`src/isa_pkg.sv`:
```
package isa_pkg;

	localparam int NB_DATA   = 32;                  // Data word width
	localparam int NB_REG    = 5;                   // Register index width
	localparam int NB_OPCODE = 6;
	localparam int NB_SHAMT  = 5;
	localparam int NB_FUNCT  = 6;
	localparam int NB_IMM    = 16;
	localparam int NB_TARGET = 26;                  // J-type word index

	localparam logic [NB_OPCODE-1:0] OP_RTYPE = 6'h00;
	localparam logic [NB_OPCODE-1:0] OP_J     = 6'h02;
	localparam logic [NB_OPCODE-1:0] OP_BEQ   = 6'h04;
	localparam logic [NB_OPCODE-1:0] OP_BNE   = 6'h05;
	localparam logic [NB_OPCODE-1:0] OP_ADDI  = 6'h08;
	localparam logic [NB_OPCODE-1:0] OP_ANDI  = 6'h0C;
	localparam logic [NB_OPCODE-1:0] OP_ORI   = 6'h0D;
	localparam logic [NB_OPCODE-1:0] OP_LW    = 6'h23;
	localparam logic [NB_OPCODE-1:0] OP_SW    = 6'h2B;
	localparam logic [NB_OPCODE-1:0] OP_HALT  = 6'h3F;  // Stops fetch, starts drain

	// R-type funct codes, carried to EX untouched
	localparam logic [NB_FUNCT-1:0] FN_SLL = 6'h00;
	localparam logic [NB_FUNCT-1:0] FN_ADD = 6'h20;
	localparam logic [NB_FUNCT-1:0] FN_SUB = 6'h22;
	localparam logic [NB_FUNCT-1:0] FN_AND = 6'h24;
	localparam logic [NB_FUNCT-1:0] FN_OR  = 6'h25;

	typedef struct packed {
		logic [NB_OPCODE-1:0] opcode;
		logic [NB_REG-1:0]    rs;
		logic [NB_REG-1:0]    rt;
		logic [NB_REG-1:0]    rd;
		logic [NB_SHAMT-1:0]  shamt;
		logic [NB_FUNCT-1:0]  funct;
	} r_fmt_t;

	typedef struct packed {
		logic [NB_OPCODE-1:0] opcode;
		logic [NB_REG-1:0]    rs;
		logic [NB_REG-1:0]    rt;
		logic [NB_IMM-1:0]    imm16;
	} i_fmt_t;

	typedef struct packed {
		logic [NB_OPCODE-1:0] opcode;
		logic [NB_TARGET-1:0] target26;
	} j_fmt_t;

	typedef union packed {
		r_fmt_t r;                                  // Register format
		i_fmt_t i;                                  // Immediate and branch format
		j_fmt_t j;                                  // Jump format
	} instr_u;

endpackage
```
`src/pipe_pkg.sv`:
```
package pipe_pkg;

	localparam logic [2:0] ALU_ADD   = 3'b000;      // Address calc and ADDI
	localparam logic [2:0] ALU_SUB   = 3'b001;      // Branch compare
	localparam logic [2:0] ALU_FUNCT = 3'b010;      // EX decodes funct
	localparam logic [2:0] ALU_AND   = 3'b011;
	localparam logic [2:0] ALU_OR    = 3'b100;

	typedef struct packed {
		logic       reg_dst;                        // Write rd instead of rt
		logic       alu_src;                        // B operand is imm_ext
		logic [2:0] alu_op;
	} ex_ctrl_t;

	typedef struct packed {
		logic mem_read;
		logic mem_write;
	} mem_ctrl_t;

	typedef struct packed {
		logic reg_write;
		logic mem_to_reg;                           // Writeback from load data
	} wb_ctrl_t;

	typedef struct packed {
		ex_ctrl_t  ex;
		mem_ctrl_t mem;
		wb_ctrl_t  wb;
	} ctrl_t;

	typedef struct packed {
		logic [isa_pkg::NB_REG-1:0]   rs;
		logic [isa_pkg::NB_REG-1:0]   rt;
		logic [isa_pkg::NB_REG-1:0]   rd;
		logic [isa_pkg::NB_SHAMT-1:0] shamt;
		logic [isa_pkg::NB_FUNCT-1:0] funct;
		logic [isa_pkg::NB_DATA-1:0]  data_a;
		logic [isa_pkg::NB_DATA-1:0]  data_b;
		logic [isa_pkg::NB_DATA-1:0]  imm_ext;
		ctrl_t                        ctrl;
	} id_ex_t;

	typedef struct packed {
		logic                       req;
		logic [isa_pkg::NB_REG-1:0] addr;           // Stable while req is high
	} dbg_req_t;

	typedef struct packed {
		logic                        ack;
		logic [isa_pkg::NB_DATA-1:0] data;          // Valid while ack is high
	} dbg_rsp_t;

	typedef struct packed {
		logic                        we;
		logic [isa_pkg::NB_REG-1:0]  addr;
		logic [isa_pkg::NB_DATA-1:0] data;
	} wb_port_t;

endpackage

```
`src/decode_stage.sv`:
```
`timescale 1ns/100ps
module decode_stage
#(
	parameter int DRAIN_CYCLES = 3
)
(
	input  logic                        i_clock,
	input  logic                        i_reset,
	input  isa_pkg::instr_u             i_instr,          // IF/ID word
	input  logic [isa_pkg::NB_DATA-1:0] i_pc_plus4,
	input  logic                        i_enable,
	input  pipe_pkg::wb_port_t          i_wb,
	input  logic [isa_pkg::NB_REG-1:0]  i_ex_rt,          // From ID/EX latch
	input  logic                        i_ex_mem_read,
	input  logic                        i_forward_a,      // Forwarding unit selects
	input  logic                        i_forward_b,
	input  logic [isa_pkg::NB_DATA-1:0] i_ex_mem_data,
	input  pipe_pkg::dbg_req_t          i_dbg,
	output pipe_pkg::id_ex_t            o_id_ex,
	output logic                        o_branch_taken,
	output logic [isa_pkg::NB_DATA-1:0] o_branch_target,
	output logic [isa_pkg::NB_DATA-1:0] o_jump_target,
	output logic                        o_pc_write,
	output logic                        o_if_id_write,
	output logic                        o_halted,
	output pipe_pkg::dbg_rsp_t          o_dbg
);

	pipe_pkg::ctrl_t             ctrl;
	pipe_pkg::id_ex_t            id_ex_next;
	logic                        beq;
	logic                        bne;
	logic                        jump;
	logic                        halt;
	logic                        imm_zero;
	logic                        stall;
	logic                        dbg_sel;
	logic [isa_pkg::NB_REG-1:0]  dbg_addr;
	logic [isa_pkg::NB_REG-1:0]  addr_a;
	logic [isa_pkg::NB_DATA-1:0] data_a;
	logic [isa_pkg::NB_DATA-1:0] data_b;
	logic [isa_pkg::NB_DATA-1:0] imm_ext;

	control_decoder u_control (.i_instr(i_instr), .o_ctrl(ctrl), .o_beq(beq), .o_bne(bne),
		.o_jump(jump), .o_halt(halt), .o_imm_zero(imm_zero));

	hazard_detector u_hazard (.i_rs(i_instr.r.rs), .i_rt(i_instr.r.rt), .i_ex_rt(i_ex_rt),
		.i_ex_mem_read(i_ex_mem_read), .i_halt(halt), .i_halted(o_halted), .o_stall(stall),
		.o_pc_write(o_pc_write), .o_if_id_write(o_if_id_write));

	assign addr_a = dbg_sel ? dbg_addr : i_instr.r.rs;   // Host owns port A after halt

	register_file u_regs (.i_clock(i_clock), .i_reset(i_reset), .i_wb(i_wb),
		.i_addr_a(addr_a), .i_addr_b(i_instr.r.rt), .o_data_a(data_a), .o_data_b(data_b));

	branch_resolver u_branch (.i_instr(i_instr), .i_pc_plus4(i_pc_plus4), .i_data_a(data_a),
		.i_data_b(data_b), .i_forward_a(i_forward_a), .i_forward_b(i_forward_b),
		.i_ex_mem_data(i_ex_mem_data), .i_beq(beq), .i_bne(bne), .i_jump(jump),
		.i_imm_zero(imm_zero), .o_imm_ext(imm_ext), .o_taken(o_branch_taken),
		.o_branch_target(o_branch_target), .o_jump_target(o_jump_target));

	always_comb
	begin
		id_ex_next.rs      = i_instr.r.rs;
		id_ex_next.rt      = i_instr.r.rt;
		id_ex_next.rd      = i_instr.r.rd;
		id_ex_next.shamt   = i_instr.r.shamt;
		id_ex_next.funct   = i_instr.r.funct;         // Passed through to EX
		id_ex_next.data_a  = data_a;
		id_ex_next.data_b  = data_b;
		id_ex_next.imm_ext = imm_ext;
		id_ex_next.ctrl    = ctrl;
	end

	id_ex_register u_id_ex (.i_clock(i_clock), .i_reset(i_reset), .i_enable(i_enable),
		.i_stall(stall), .i_id_ex(id_ex_next), .o_id_ex(o_id_ex));

	// Drain starts on the edge that latches HALT into ID/EX
	drain_timer #(.DRAIN_CYCLES(DRAIN_CYCLES)) u_drain (.i_clock(i_clock), .i_reset(i_reset),
		.i_halt(halt && i_enable), .o_halted(o_halted));

	debug_controller u_debug (.i_clock(i_clock), .i_reset(i_reset), .i_halted(o_halted),
		.i_dbg(i_dbg), .i_data_a(data_a), .o_dbg(o_dbg), .o_addr_sel(dbg_sel),
		.o_addr(dbg_addr));

endmodule

```
`src/debug_controller.sv`:
```
`timescale 1ns/100ps
module debug_controller
(
	input  logic                        i_clock,
	input  logic                        i_reset,
	input  logic                        i_halted,
	input  pipe_pkg::dbg_req_t          i_dbg,            // From debug host
	input  logic [isa_pkg::NB_DATA-1:0] i_data_a,         // Bank port A
	output pipe_pkg::dbg_rsp_t          o_dbg,
	output logic                        o_addr_sel,       // Port A driven by host
	output logic [isa_pkg::NB_REG-1:0]  o_addr
);

	typedef enum logic [1:0] {IDLE, READ, ACK, RELEASE} state_t;

	state_t                      state;
	logic [isa_pkg::NB_DATA-1:0] rd_data;                 // Held for the host

	always_ff @(posedge i_clock)
	begin
		if (i_reset)
		begin
			state <= IDLE;
		end
		else
		begin
			case (state)
				IDLE:    if (i_dbg.req && i_halted) state <= READ;   // Early req waits here
				READ:    state <= ACK;
				ACK:     if (!i_dbg.req) state <= RELEASE;
				RELEASE: state <= IDLE;                              // ack low, link idle
				default: state <= IDLE;
			endcase
		end
	end

	always_ff @(posedge i_clock)
	begin
		if (state == READ)
		begin
			rd_data <= i_data_a;
		end
	end

	assign o_addr_sel = i_halted;                     // Port A is free once drained
	assign o_addr     = i_dbg.addr;
	assign o_dbg      = '{ack: (state == ACK), data: rd_data};

endmodule

```
`src/drain_timer.sv`:
```
`timescale 1ns/100ps
module drain_timer
#(
	parameter int DRAIN_CYCLES = 3                    // Edges for later stages to empty
)
(
	input  logic i_clock,
	input  logic i_reset,
	input  logic i_halt,                              // HALT being captured this edge
	output logic o_halted
);

	localparam int NB_COUNT = (DRAIN_CYCLES > 0) ? $clog2(DRAIN_CYCLES + 1) : 1;

	logic                running;                     // Drain in progress or done
	logic [NB_COUNT-1:0] count;

	always_ff @(posedge i_clock)
	begin
		if (i_reset)
		begin
			running  <= 1'b0;
			count    <= '0;
			o_halted <= 1'b0;
		end
		else if (!running)
		begin
			running <= i_halt;
		end
		else if (count == NB_COUNT'(DRAIN_CYCLES))
		begin
			o_halted <= 1'b1;                         // Sticky until reset
		end
		else
		begin
			count <= count + 1'b1;
		end
	end

endmodule

```
`src/id_ex_register.sv`:
```
`timescale 1ns/100ps
module id_ex_register
(
	input  logic             i_clock,
	input  logic             i_reset,
	input  logic             i_enable,                // Pipeline advance
	input  logic             i_stall,                 // Load-use bubble request
	input  pipe_pkg::id_ex_t i_id_ex,
	output pipe_pkg::id_ex_t o_id_ex
);

	pipe_pkg::id_ex_t next_id_ex;

	// Bubble keeps the fields but kills every control bit
	always_comb
	begin
		next_id_ex = i_id_ex;
		if (i_stall)
		begin
			next_id_ex.ctrl = '0;
		end
	end

	always_ff @(posedge i_clock)
	begin
		if (i_reset)
		begin
			o_id_ex <= '0;
		end
		else if (i_enable)
		begin
			o_id_ex <= next_id_ex;                    // Latency of one cycle
		end
	end

endmodule

```
`src/branch_resolver.sv`:
```
`timescale 1ns/100ps
module branch_resolver
(
	input  isa_pkg::instr_u             i_instr,
	input  logic [isa_pkg::NB_DATA-1:0] i_pc_plus4,
	input  logic [isa_pkg::NB_DATA-1:0] i_data_a,         // Register bank read ports
	input  logic [isa_pkg::NB_DATA-1:0] i_data_b,
	input  logic                        i_forward_a,
	input  logic                        i_forward_b,
	input  logic [isa_pkg::NB_DATA-1:0] i_ex_mem_data,    // Result waiting in EX/MEM
	input  logic                        i_beq,
	input  logic                        i_bne,
	input  logic                        i_jump,
	input  logic                        i_imm_zero,
	output logic [isa_pkg::NB_DATA-1:0] o_imm_ext,
	output logic                        o_taken,
	output logic [isa_pkg::NB_DATA-1:0] o_branch_target,
	output logic [isa_pkg::NB_DATA-1:0] o_jump_target
);

	localparam int NB_EXT = isa_pkg::NB_DATA - isa_pkg::NB_IMM;

	logic [isa_pkg::NB_DATA-1:0] imm_sext;
	logic [isa_pkg::NB_DATA-1:0] opnd_a;
	logic [isa_pkg::NB_DATA-1:0] opnd_b;
	logic                        equal;

	assign imm_sext  = {{NB_EXT{i_instr.i.imm16[isa_pkg::NB_IMM-1]}}, i_instr.i.imm16};
	assign o_imm_ext = i_imm_zero ? {{NB_EXT{1'b0}}, i_instr.i.imm16} : imm_sext;

	assign opnd_a = i_forward_a ? i_ex_mem_data : i_data_a;   // Forward wins over bank
	assign opnd_b = i_forward_b ? i_ex_mem_data : i_data_b;
	assign equal  = (opnd_a == opnd_b);

	assign o_branch_target = i_pc_plus4 + (imm_sext << 2);    // Word offset from PC+4
	assign o_jump_target   = {i_pc_plus4[isa_pkg::NB_DATA-1 -: 4], i_instr.j.target26, 2'b00};
	assign o_taken         = (i_beq && equal) || (i_bne && !equal) || i_jump;

endmodule

```
`src/register_file.sv`:
```
`timescale 1ns/100ps
module register_file
(
	input  logic                        i_clock,
	input  logic                        i_reset,
	input  pipe_pkg::wb_port_t          i_wb,             // Write port from WB
	input  logic [isa_pkg::NB_REG-1:0]  i_addr_a,
	input  logic [isa_pkg::NB_REG-1:0]  i_addr_b,
	output logic [isa_pkg::NB_DATA-1:0] o_data_a,
	output logic [isa_pkg::NB_DATA-1:0] o_data_b
);

	localparam int NB_DEPTH = 2**isa_pkg::NB_REG;

	logic [isa_pkg::NB_DATA-1:0] regs [NB_DEPTH];
	logic                        wr_valid;                // Write that actually lands

	assign wr_valid = i_wb.we && (i_wb.addr != '0);

	always_ff @(posedge i_clock)
	begin
		if (i_reset)
		begin
			for (int idx = 0; idx < NB_DEPTH; idx++)
				regs[idx] <= '0;
		end
		else if (wr_valid)
		begin
			regs[i_wb.addr] <= i_wb.data;
		end
	end

	// Same-cycle write bypasses the array, r0 forced to zero
	assign o_data_a = (i_addr_a == '0)                   ? '0        :
	                  (wr_valid && i_wb.addr == i_addr_a) ? i_wb.data :
	                  regs[i_addr_a];
	assign o_data_b = (i_addr_b == '0)                   ? '0        :
	                  (wr_valid && i_wb.addr == i_addr_b) ? i_wb.data :
	                  regs[i_addr_b];

endmodule

```
`src/hazard_detector.sv`:
```
`timescale 1ns/100ps
module hazard_detector
(
	input  logic [isa_pkg::NB_REG-1:0] i_rs,              // Sources of the word in ID
	input  logic [isa_pkg::NB_REG-1:0] i_rt,
	input  logic [isa_pkg::NB_REG-1:0] i_ex_rt,           // Load destination now in EX
	input  logic                       i_ex_mem_read,
	input  logic                       i_halt,
	input  logic                       i_halted,
	output logic                       o_stall,
	output logic                       o_pc_write,
	output logic                       o_if_id_write
);

	logic rt_match;                                       // EX load feeds a source
	logic hold;

	assign rt_match = (i_ex_rt == i_rs) || (i_ex_rt == i_rt);

	// r0 is never a real dependency
	assign o_stall = i_ex_mem_read && (i_ex_rt != '0) && rt_match;

	// IF/ID keeps the HALT word, so i_halt covers the drain until i_halted takes over
	assign hold = o_stall || i_halt || i_halted;

	assign o_pc_write    = !hold;
	assign o_if_id_write = !hold;

endmodule

```
`src/control_decoder.sv`:
```
`timescale 1ns/100ps
module control_decoder
(
	input  isa_pkg::instr_u i_instr,
	output pipe_pkg::ctrl_t o_ctrl,
	output logic            o_beq,
	output logic            o_bne,
	output logic            o_jump,
	output logic            o_halt,
	output logic            o_imm_zero
);

	always_comb
	begin
		o_ctrl     = '0;                            // Unknown opcode stays a bubble
		o_beq      = 1'b0;
		o_bne      = 1'b0;
		o_jump     = 1'b0;
		o_halt     = 1'b0;
		o_imm_zero = 1'b0;
		case (i_instr.r.opcode)
			isa_pkg::OP_RTYPE:
			begin
				o_ctrl.ex.reg_dst   = 1'b1;         // Destination is rd
				o_ctrl.ex.alu_op    = pipe_pkg::ALU_FUNCT;
				o_ctrl.wb.reg_write = 1'b1;
			end
			isa_pkg::OP_ADDI:
			begin
				o_ctrl.ex.alu_src   = 1'b1;
				o_ctrl.ex.alu_op    = pipe_pkg::ALU_ADD;
				o_ctrl.wb.reg_write = 1'b1;
			end
			isa_pkg::OP_ANDI, isa_pkg::OP_ORI:
			begin
				o_ctrl.ex.alu_src   = 1'b1;
				o_ctrl.ex.alu_op    = (i_instr.r.opcode == isa_pkg::OP_ANDI) ?
					pipe_pkg::ALU_AND : pipe_pkg::ALU_OR;
				o_ctrl.wb.reg_write = 1'b1;
				o_imm_zero          = 1'b1;         // Logical ops zero-extend
			end
			isa_pkg::OP_LW:
			begin
				o_ctrl.ex.alu_src    = 1'b1;
				o_ctrl.ex.alu_op     = pipe_pkg::ALU_ADD;
				o_ctrl.mem.mem_read  = 1'b1;
				o_ctrl.wb.reg_write  = 1'b1;
				o_ctrl.wb.mem_to_reg = 1'b1;
			end
			isa_pkg::OP_SW:
			begin
				o_ctrl.ex.alu_src    = 1'b1;
				o_ctrl.ex.alu_op     = pipe_pkg::ALU_ADD;
				o_ctrl.mem.mem_write = 1'b1;
			end
			isa_pkg::OP_BEQ:
			begin
				o_ctrl.ex.alu_op = pipe_pkg::ALU_SUB;
				o_beq            = 1'b1;            // Resolved here in ID
			end
			isa_pkg::OP_BNE:
			begin
				o_ctrl.ex.alu_op = pipe_pkg::ALU_SUB;
				o_bne            = 1'b1;
			end
			isa_pkg::OP_J:    o_jump = 1'b1;
			isa_pkg::OP_HALT: o_halt = 1'b1;        // No control goes down the pipe
			default:          o_ctrl = '0;
		endcase
	end

endmodule

```
`config.mk`:
```
export PLATFORM = sky130hd
export DESIGN_NAME = decode_stage
export DESIGN_NICKNAME = d
export VERILOG_FILES = /design/src/isa_pkg.sv /design/src/pipe_pkg.sv /design/src/decode_stage.sv /design/src/debug_controller.sv /design/src/drain_timer.sv /design/src/id_ex_register.sv /design/src/branch_resolver.sv /design/src/register_file.sv /design/src/hazard_detector.sv /design/src/control_decoder.sv
export SDC_FILE = /design/constraint.sdc
export NUM_CORES = 2
export LEC_CHECK = 0
export BUFFER_PORTS_ARGS = -buffer_cell sky130_fd_sc_hd__buf_2
export CORE_ASPECT_RATIO = 0.7
export CORE_MARGIN = 4
export CORE_UTILIZATION = 31
export DETAILED_ROUTE_END_ITERATION = 10
export HOLD_SLACK_MARGIN = 0.12
export SLEW_MARGIN = 20
export SYNTH_ARGS = -nofsm -noshare
export SYNTH_HDL_FRONTEND = slang
export SYNTH_SLANG_ARGS = --single-unit
```
`constraint.sdc`:
```
create_clock -name i_clock -period 4.1 [get_ports i_clock]
set_input_delay 0.41 -clock i_clock [delete_from_list [all_inputs] [get_ports i_clock]]
set_output_delay 0.41 -clock i_clock [all_outputs]
set_load 0.01 [all_outputs]
```
==> tab_implementation.tex <==
\begin{tabular}{lr}
\hline
Metric & Value \\
\hline
\multicolumn{2}{l}{\textbf{Yosys}} \\
\quad Number of register bits inferred by synthesis & about 1,200 \\
\quad Top cell type's share of synthesized area & approximately 47\% \\
\quad Fraction of the yosys area taken by sequential cells & approximately 50\% \\
\quad Most common cell in the netlist & sky130\_fd\_sc\_hd\_\_edfxtp\_1 \\
\quad Top FF cell, synth & sky130\_fd\_sc\_hd\_\_edfxtp\_1 \\
\quad List of most frequent post-synthesis cells & sky130\_fd\_sc\_hd\_\_edfxtp\_1 (1,056), sky130\_fd\_sc\_hd\_\_and2\_1 (659), sky130\_fd\_sc\_hd\_\_nand2\_1 (563), sky130\_fd\_sc\_hd\_\_nor3\_1 (417), sky130\_fd\_sc\_hd\_\_clkbuf\_1 (362) \\
\quad Mapped Avg Cell Area & 11.1 um2 \\
\quad Fraction of registers with async set or reset after synthesis & 0\% \\
\quad Top post-synthesis cells by area & sky130\_fd\_sc\_hd\_\_edfxtp\_1 (47\%), sky130\_fd\_sc\_hd\_\_mux4\_2 (9.2\%), sky130\_fd\_sc\_hd\_\_and2\_1 (6.1\%), sky130\_fd\_sc\_hd\_\_mux2i\_1 (3.9\%), sky130\_fd\_sc\_hd\_\_nand2\_1 (3.2\%) \\
\quad Number of flops mapped to enable cells by yosys & around 1,100 \\
\quad Cell count after synthesis & just over 6,000 \\
\quad Warning count from the yosys run & 0 \\
\quad Largest area contributor in the synthesized netlist & sky130\_fd\_sc\_hd\_\_edfxtp\_1 \\
\quad Distinct cell type count after synthesis & 97 \\
\quad Mapped Area & 0.0671 mm2 \\
\multicolumn{2}{l}{\textbf{Route}} \\
\quad Total met2 wirelength after detailed routing & approximately 140 mm \\
\quad Residual DRC count & 0 \\
\quad Total vias in the final route & around 63,000 \\
\quad Detailed-route wire length & roughly 350 mm \\
\quad Number of nets still failing antenna checks after routing & 0 \\
\quad Uppermost metal layer occupied by signal nets & met5 \\
\quad Length of routed met3 wiring & between 50 and 60 mm \\
\quad Total routed wire length on the met1 layer & 138 mm \\
\quad Detailed-route vias per instance & approximately 6.2 \\
\quad Routed wirelength normalized by instance count & 34.7 um \\
\quad DRC marker count from the first detailed-route iteration & approximately 12,000 \\
\quad First-pass detailed-route iteration total & 6 \\
\multicolumn{2}{l}{\textbf{Worst setup path}} \\
\quad Crit Path Max Fanout & 22 \\
\quad Critical path startpoint category & flip-flop \\
\quad Critical path data arrival time & $\sim$5.6 ns \\
\quad Sort of element at the end of the critical path & output pin \\
\quad Setup Crit Path Kind & flip-flop to output pin \\
\quad WP data required & between 3 and 4 ns \\
\multicolumn{2}{l}{\textbf{Global route}} \\
\quad Global-route wire length before repair & between 400 and 500 mm \\
\quad Overall overflow remaining after global route & 0 \\
\quad Pin count of the biggest net entering global routing & between 100 and 150 \\
\quad Global router's overall resource usage & 30.2\% \\
\quad Antenna violations before repair & between 40 and 50 \\
\quad Vias in the first global route & about 58,000 \\
\multicolumn{2}{l}{\textbf{Clock tree}} \\
\quad Master cell of the clock root buffer & sky130\_fd\_sc\_hd\_\_clkbuf\_16 \\
\quad Clock transition at path regs & 0.07 ns \\
\quad CTS buffer count & 117 \\
\quad Number of levels the H-tree was split into & 3 \\
\quad Sink count of the clock tree & 1,161 \\
\quad Maximum number of buffers from clock root to sink & 3 \\
\quad TritonCTS clock tree & done \\
\quad Clock latency at the later pin of the worst-skew pair & between 0.8 and 0.9 ns \\
\multicolumn{2}{l}{\textbf{Final layout}} \\
\quad Final net count & $\sim$7,300 \\
\quad Layout fillers & 20,800 \\
\quad Ratio of cells with drive above 1 in the final layout & 31.9\% \\
\quad Final Instance Count excl. Fillers & 10,200 \\
\quad Area used by sequential logic in the layout & approximately 0.034 mm2 \\
\quad Footprint of the multi-input gates & 0.0309 mm2 \\
\quad Area Overhead vs Synth & 27.8\% \\
\multicolumn{2}{l}{\textbf{Power}} \\
\quad Worst-case vdd ir drop & about 0.39 mV \\
\quad Power per unit of standard cell area & around 380 mW/mm2 \\
\quad Leakage & 32.7 nW \\
\multicolumn{2}{l}{\textbf{Floorplan}} \\
\quad Initial cell density of the core & 31.3\% \\
\quad Placeable core area & between 0.2 and 0.25 mm2 \\
\quad Num rows & roughly 140 \\
\quad \# IOs & between 300 and 400 \\
\quad Die X & between 500 and 600 um \\
\quad Vertical die dimension & between 300 and 400 um \\
\quad Die area & 0.224 mm2 \\
\multicolumn{2}{l}{\textbf{STA}} \\
\quad Max transition margin & between 20\% and 30\% \\
\quad Minimum period implied by the final worst setup slack & between 5 and 6 ns \\
\quad RSZ-0062 raised after global routing & true \\
\quad Share of the clock period used by the worst path & 146\% \\
\quad Fin worst setup slack & -1.88 ns \\
\quad Min Hold Slack & about 0.18 ns \\
\quad Number of failing setup endpoints in the final timing report & 1 \\
\quad Clock skew after layout & approximately 0.078 ns \\
\quad Final sum of negative setup slack & -1.88 ns \\
\quad Slew at the pin with the worst max-slew slack & between 1 and 1.5 ns \\
\quad Maximum frequency from static timing analysis & $\sim$170 MHz \\
\quad Max-slew violation total from the final report & 0 \\
\quad Final Hold Viols & 0 \\
\multicolumn{2}{l}{\textbf{Outcome}} \\
\quad Outcome & finished, violations left \\
\quad Violations in the final reports & setup timing \\
\multicolumn{2}{l}{\textbf{Run}} \\
\quad Number of maximum-capacitance constraint violations & 0 \\
\multicolumn{2}{l}{\textbf{Placement}} \\
\quad Count of port buffers added during placement & 376 \\
\quad Post-DP HPWL & 255 mm \\
\quad Final weighted congestion in routability-driven placement & slightly above 1 \\
\quad Placed Instances & just under 10,000 \\
\multicolumn{2}{l}{\textbf{Min path}} \\
\quad Worst min-delay path category & input port to flip-flop \\
\hline
\end{tabular}
[where the power goes]
| group | internal, mW | switching, mW |
|---|---|---|
| sequential | 13.7 | 0.445 |
| combinational | 2.76 | 4.37 |
| clock | 6.06 | 5.15 |
[final timing paths]
kind                 startpoint                   end  slack [ns]  depth (start not counted)
min reg2reg  u_id_ex.o_id_ex[8]    u_id_ex.o_id_ex[8]        0.47                          2
max reg2reg    u_drain.o_halted  u_id_ex.o_id_ex[100]        0.38                         17
min                    i_enable    u_id_ex.o_id_ex[4]        0.18                          5
max            u_drain.o_halted        o_branch_taken       -1.88                         20
[layer usage]
metal	global-route usage [%]	vias up
met5	0	-
met4	13.4	14
met3	12.6	964
met2	39.6	5869
met1	42.9	31300
li1	-	24800
[through the flow]
| step | total power, mW | utilization, % | cell area [um2] | setup WS [ns] |
|---|---|---|---|---|
| final | 32.5 | 39.9 | 85700 | -1.88 |
| after CTS | 32.0 | 39.7 | 85300 | -1.85 |
| after detailed placement | 20.9 | 37.4 | 80300 | -1.73 |
| after global routing | 33.1 | 39.9 | 85700 | -1.93 |
| after global placement | 20.9 | 37.4 | 80300 | -2.29 |
| after floorplan | 17.2 | - | 67400 | -0.171 |
[final cells by class]
type                            instances  share of cell area [%]
Inverter                               97                   0.429
Antenna cell                           36                   0.105
Multi-Input combinational cell       4141                    36.0
Tap cell                             2880                    4.20
Sequential cell                      1161                    39.4
Timing Repair Buffer                 1645                    15.3
Clock inverter                         70                   0.663
Clock buffer                          152                    3.85
[critical path, cell delays in order, from the launching register on]
cell,delay (ns)
sky130_fd_sc_hd__dfxtp_4,0.40
sky130_fd_sc_hd__buf_12,0.16
sky130_fd_sc_hd__mux2i_4,0.31
sky130_fd_sc_hd__buf_8,0.18
sky130_fd_sc_hd__buf_4,0.17
sky130_fd_sc_hd__bufbuf_16,0.36
sky130_fd_sc_hd__nand2_1,0.08
sky130_fd_sc_hd__a21oi_1,0.33
sky130_fd_sc_hd__a2111oi_4,0.10
sky130_fd_sc_hd__buf_4,0.18
sky130_fd_sc_hd__o32a_4,0.27
sky130_fd_sc_hd__a21oi_2,0.26
sky130_fd_sc_hd__buf_4,0.16
sky130_fd_sc_hd__xnor2_1,0.15
sky130_fd_sc_hd__nor4_2,0.30
sky130_fd_sc_hd__and4_1,0.28
sky130_fd_sc_hd__nand4_1,0.11
sky130_fd_sc_hd__a21o_1,0.20
sky130_fd_sc_hd__or4_4,0.56
sky130_fd_sc_hd__nand3_4,0.11
sky130_fd_sc_hd__buf_6,0.11
[flip-flops by register name, indices dropped and copies added (netlist names)]
register / count
u_drain.o_halted: 1
u_drain.running: 1
u_regs.regs: 1024
u_drain.count: 2
u_id_ex.o_id_ex: 99
u_debug.state: 2
u_debug.rd_data: 32
[logic make-up after synthesis]
| family | after synthesis | synth area share (%) |
|---|---|---|
| other | 1 | 0.00559 |
| AND/OR/NAND/NOR | 2287 | 17.3 |
| AO/OA/AOI/OAI | 1122 | 11.4 |
| adder cells (fa/ha/maj) | 35 | 0.664 |
| buffers and inverters | 762 | 5.20 |
| XOR/XNOR | 89 | 1.16 |
| multiplexers | 574 | 13.8 |
| flip-flops | 1161 | 50.4 |
[what timing repair did]
action | 4_1_cts | 5_1_grt
pin swaps | 10 | 26
endpoints found under the setup margin | 6 | 8
setup buffers | 32 | 2
resized for setup | 65 | 78
hold endpoints to repair | 40 | 0
hold buffers | 32 | 0
gates cloned | 4 | 0
[cells in the final DEF (no fill, tap or decap), types with 19 or more instances in the layout]
cell type and count:
sky130_fd_sc_hd__a31oi_1 43, sky130_fd_sc_hd__and3_1 22, sky130_fd_sc_hd__or2_2 47, sky130_fd_sc_hd__conb_1 34, sky130_fd_sc_hd__a21o_1 19, sky130_fd_sc_hd__diode_2 36, sky130_fd_sc_hd__clkinv_2 24, sky130_fd_sc_hd__o22ai_1 65
sky130_fd_sc_hd__nor2_2 29, sky130_fd_sc_hd__mux4_2 273, sky130_fd_sc_hd__mux2i_1 260, sky130_fd_sc_hd__buf_4 1112, sky130_fd_sc_hd__clkinv_1 28, sky130_fd_sc_hd__o21ai_0 151, sky130_fd_sc_hd__xnor2_1 66, sky130_fd_sc_hd__a211oi_1 78
sky130_fd_sc_hd__a221oi_1 70, sky130_fd_sc_hd__a221o_1 21, sky130_fd_sc_hd__inv_1 91, sky130_fd_sc_hd__nor2_1 246, sky130_fd_sc_hd__buf_12 111, sky130_fd_sc_hd__o211ai_1 52, sky130_fd_sc_hd__a21oi_1 290, sky130_fd_sc_hd__mux2_2 29
sky130_fd_sc_hd__edfxtp_1 1056, sky130_fd_sc_hd__dfxtp_1 104, sky130_fd_sc_hd__nor2b_1 80, sky130_fd_sc_hd__buf_2 366, sky130_fd_sc_hd__xor2_1 22, sky130_fd_sc_hd__nor3_1 410, sky130_fd_sc_hd__dlygate4sd3_1 32, sky130_fd_sc_hd__clkbuf_16 122
sky130_fd_sc_hd__a22oi_1 45, sky130_fd_sc_hd__nand2_1 554, sky130_fd_sc_hd__and2_1 658, sky130_fd_sc_hd__ha_1 33, sky130_fd_sc_hd__nand3_1 108
Note: power is estimated with default switching activity, not from simulation.
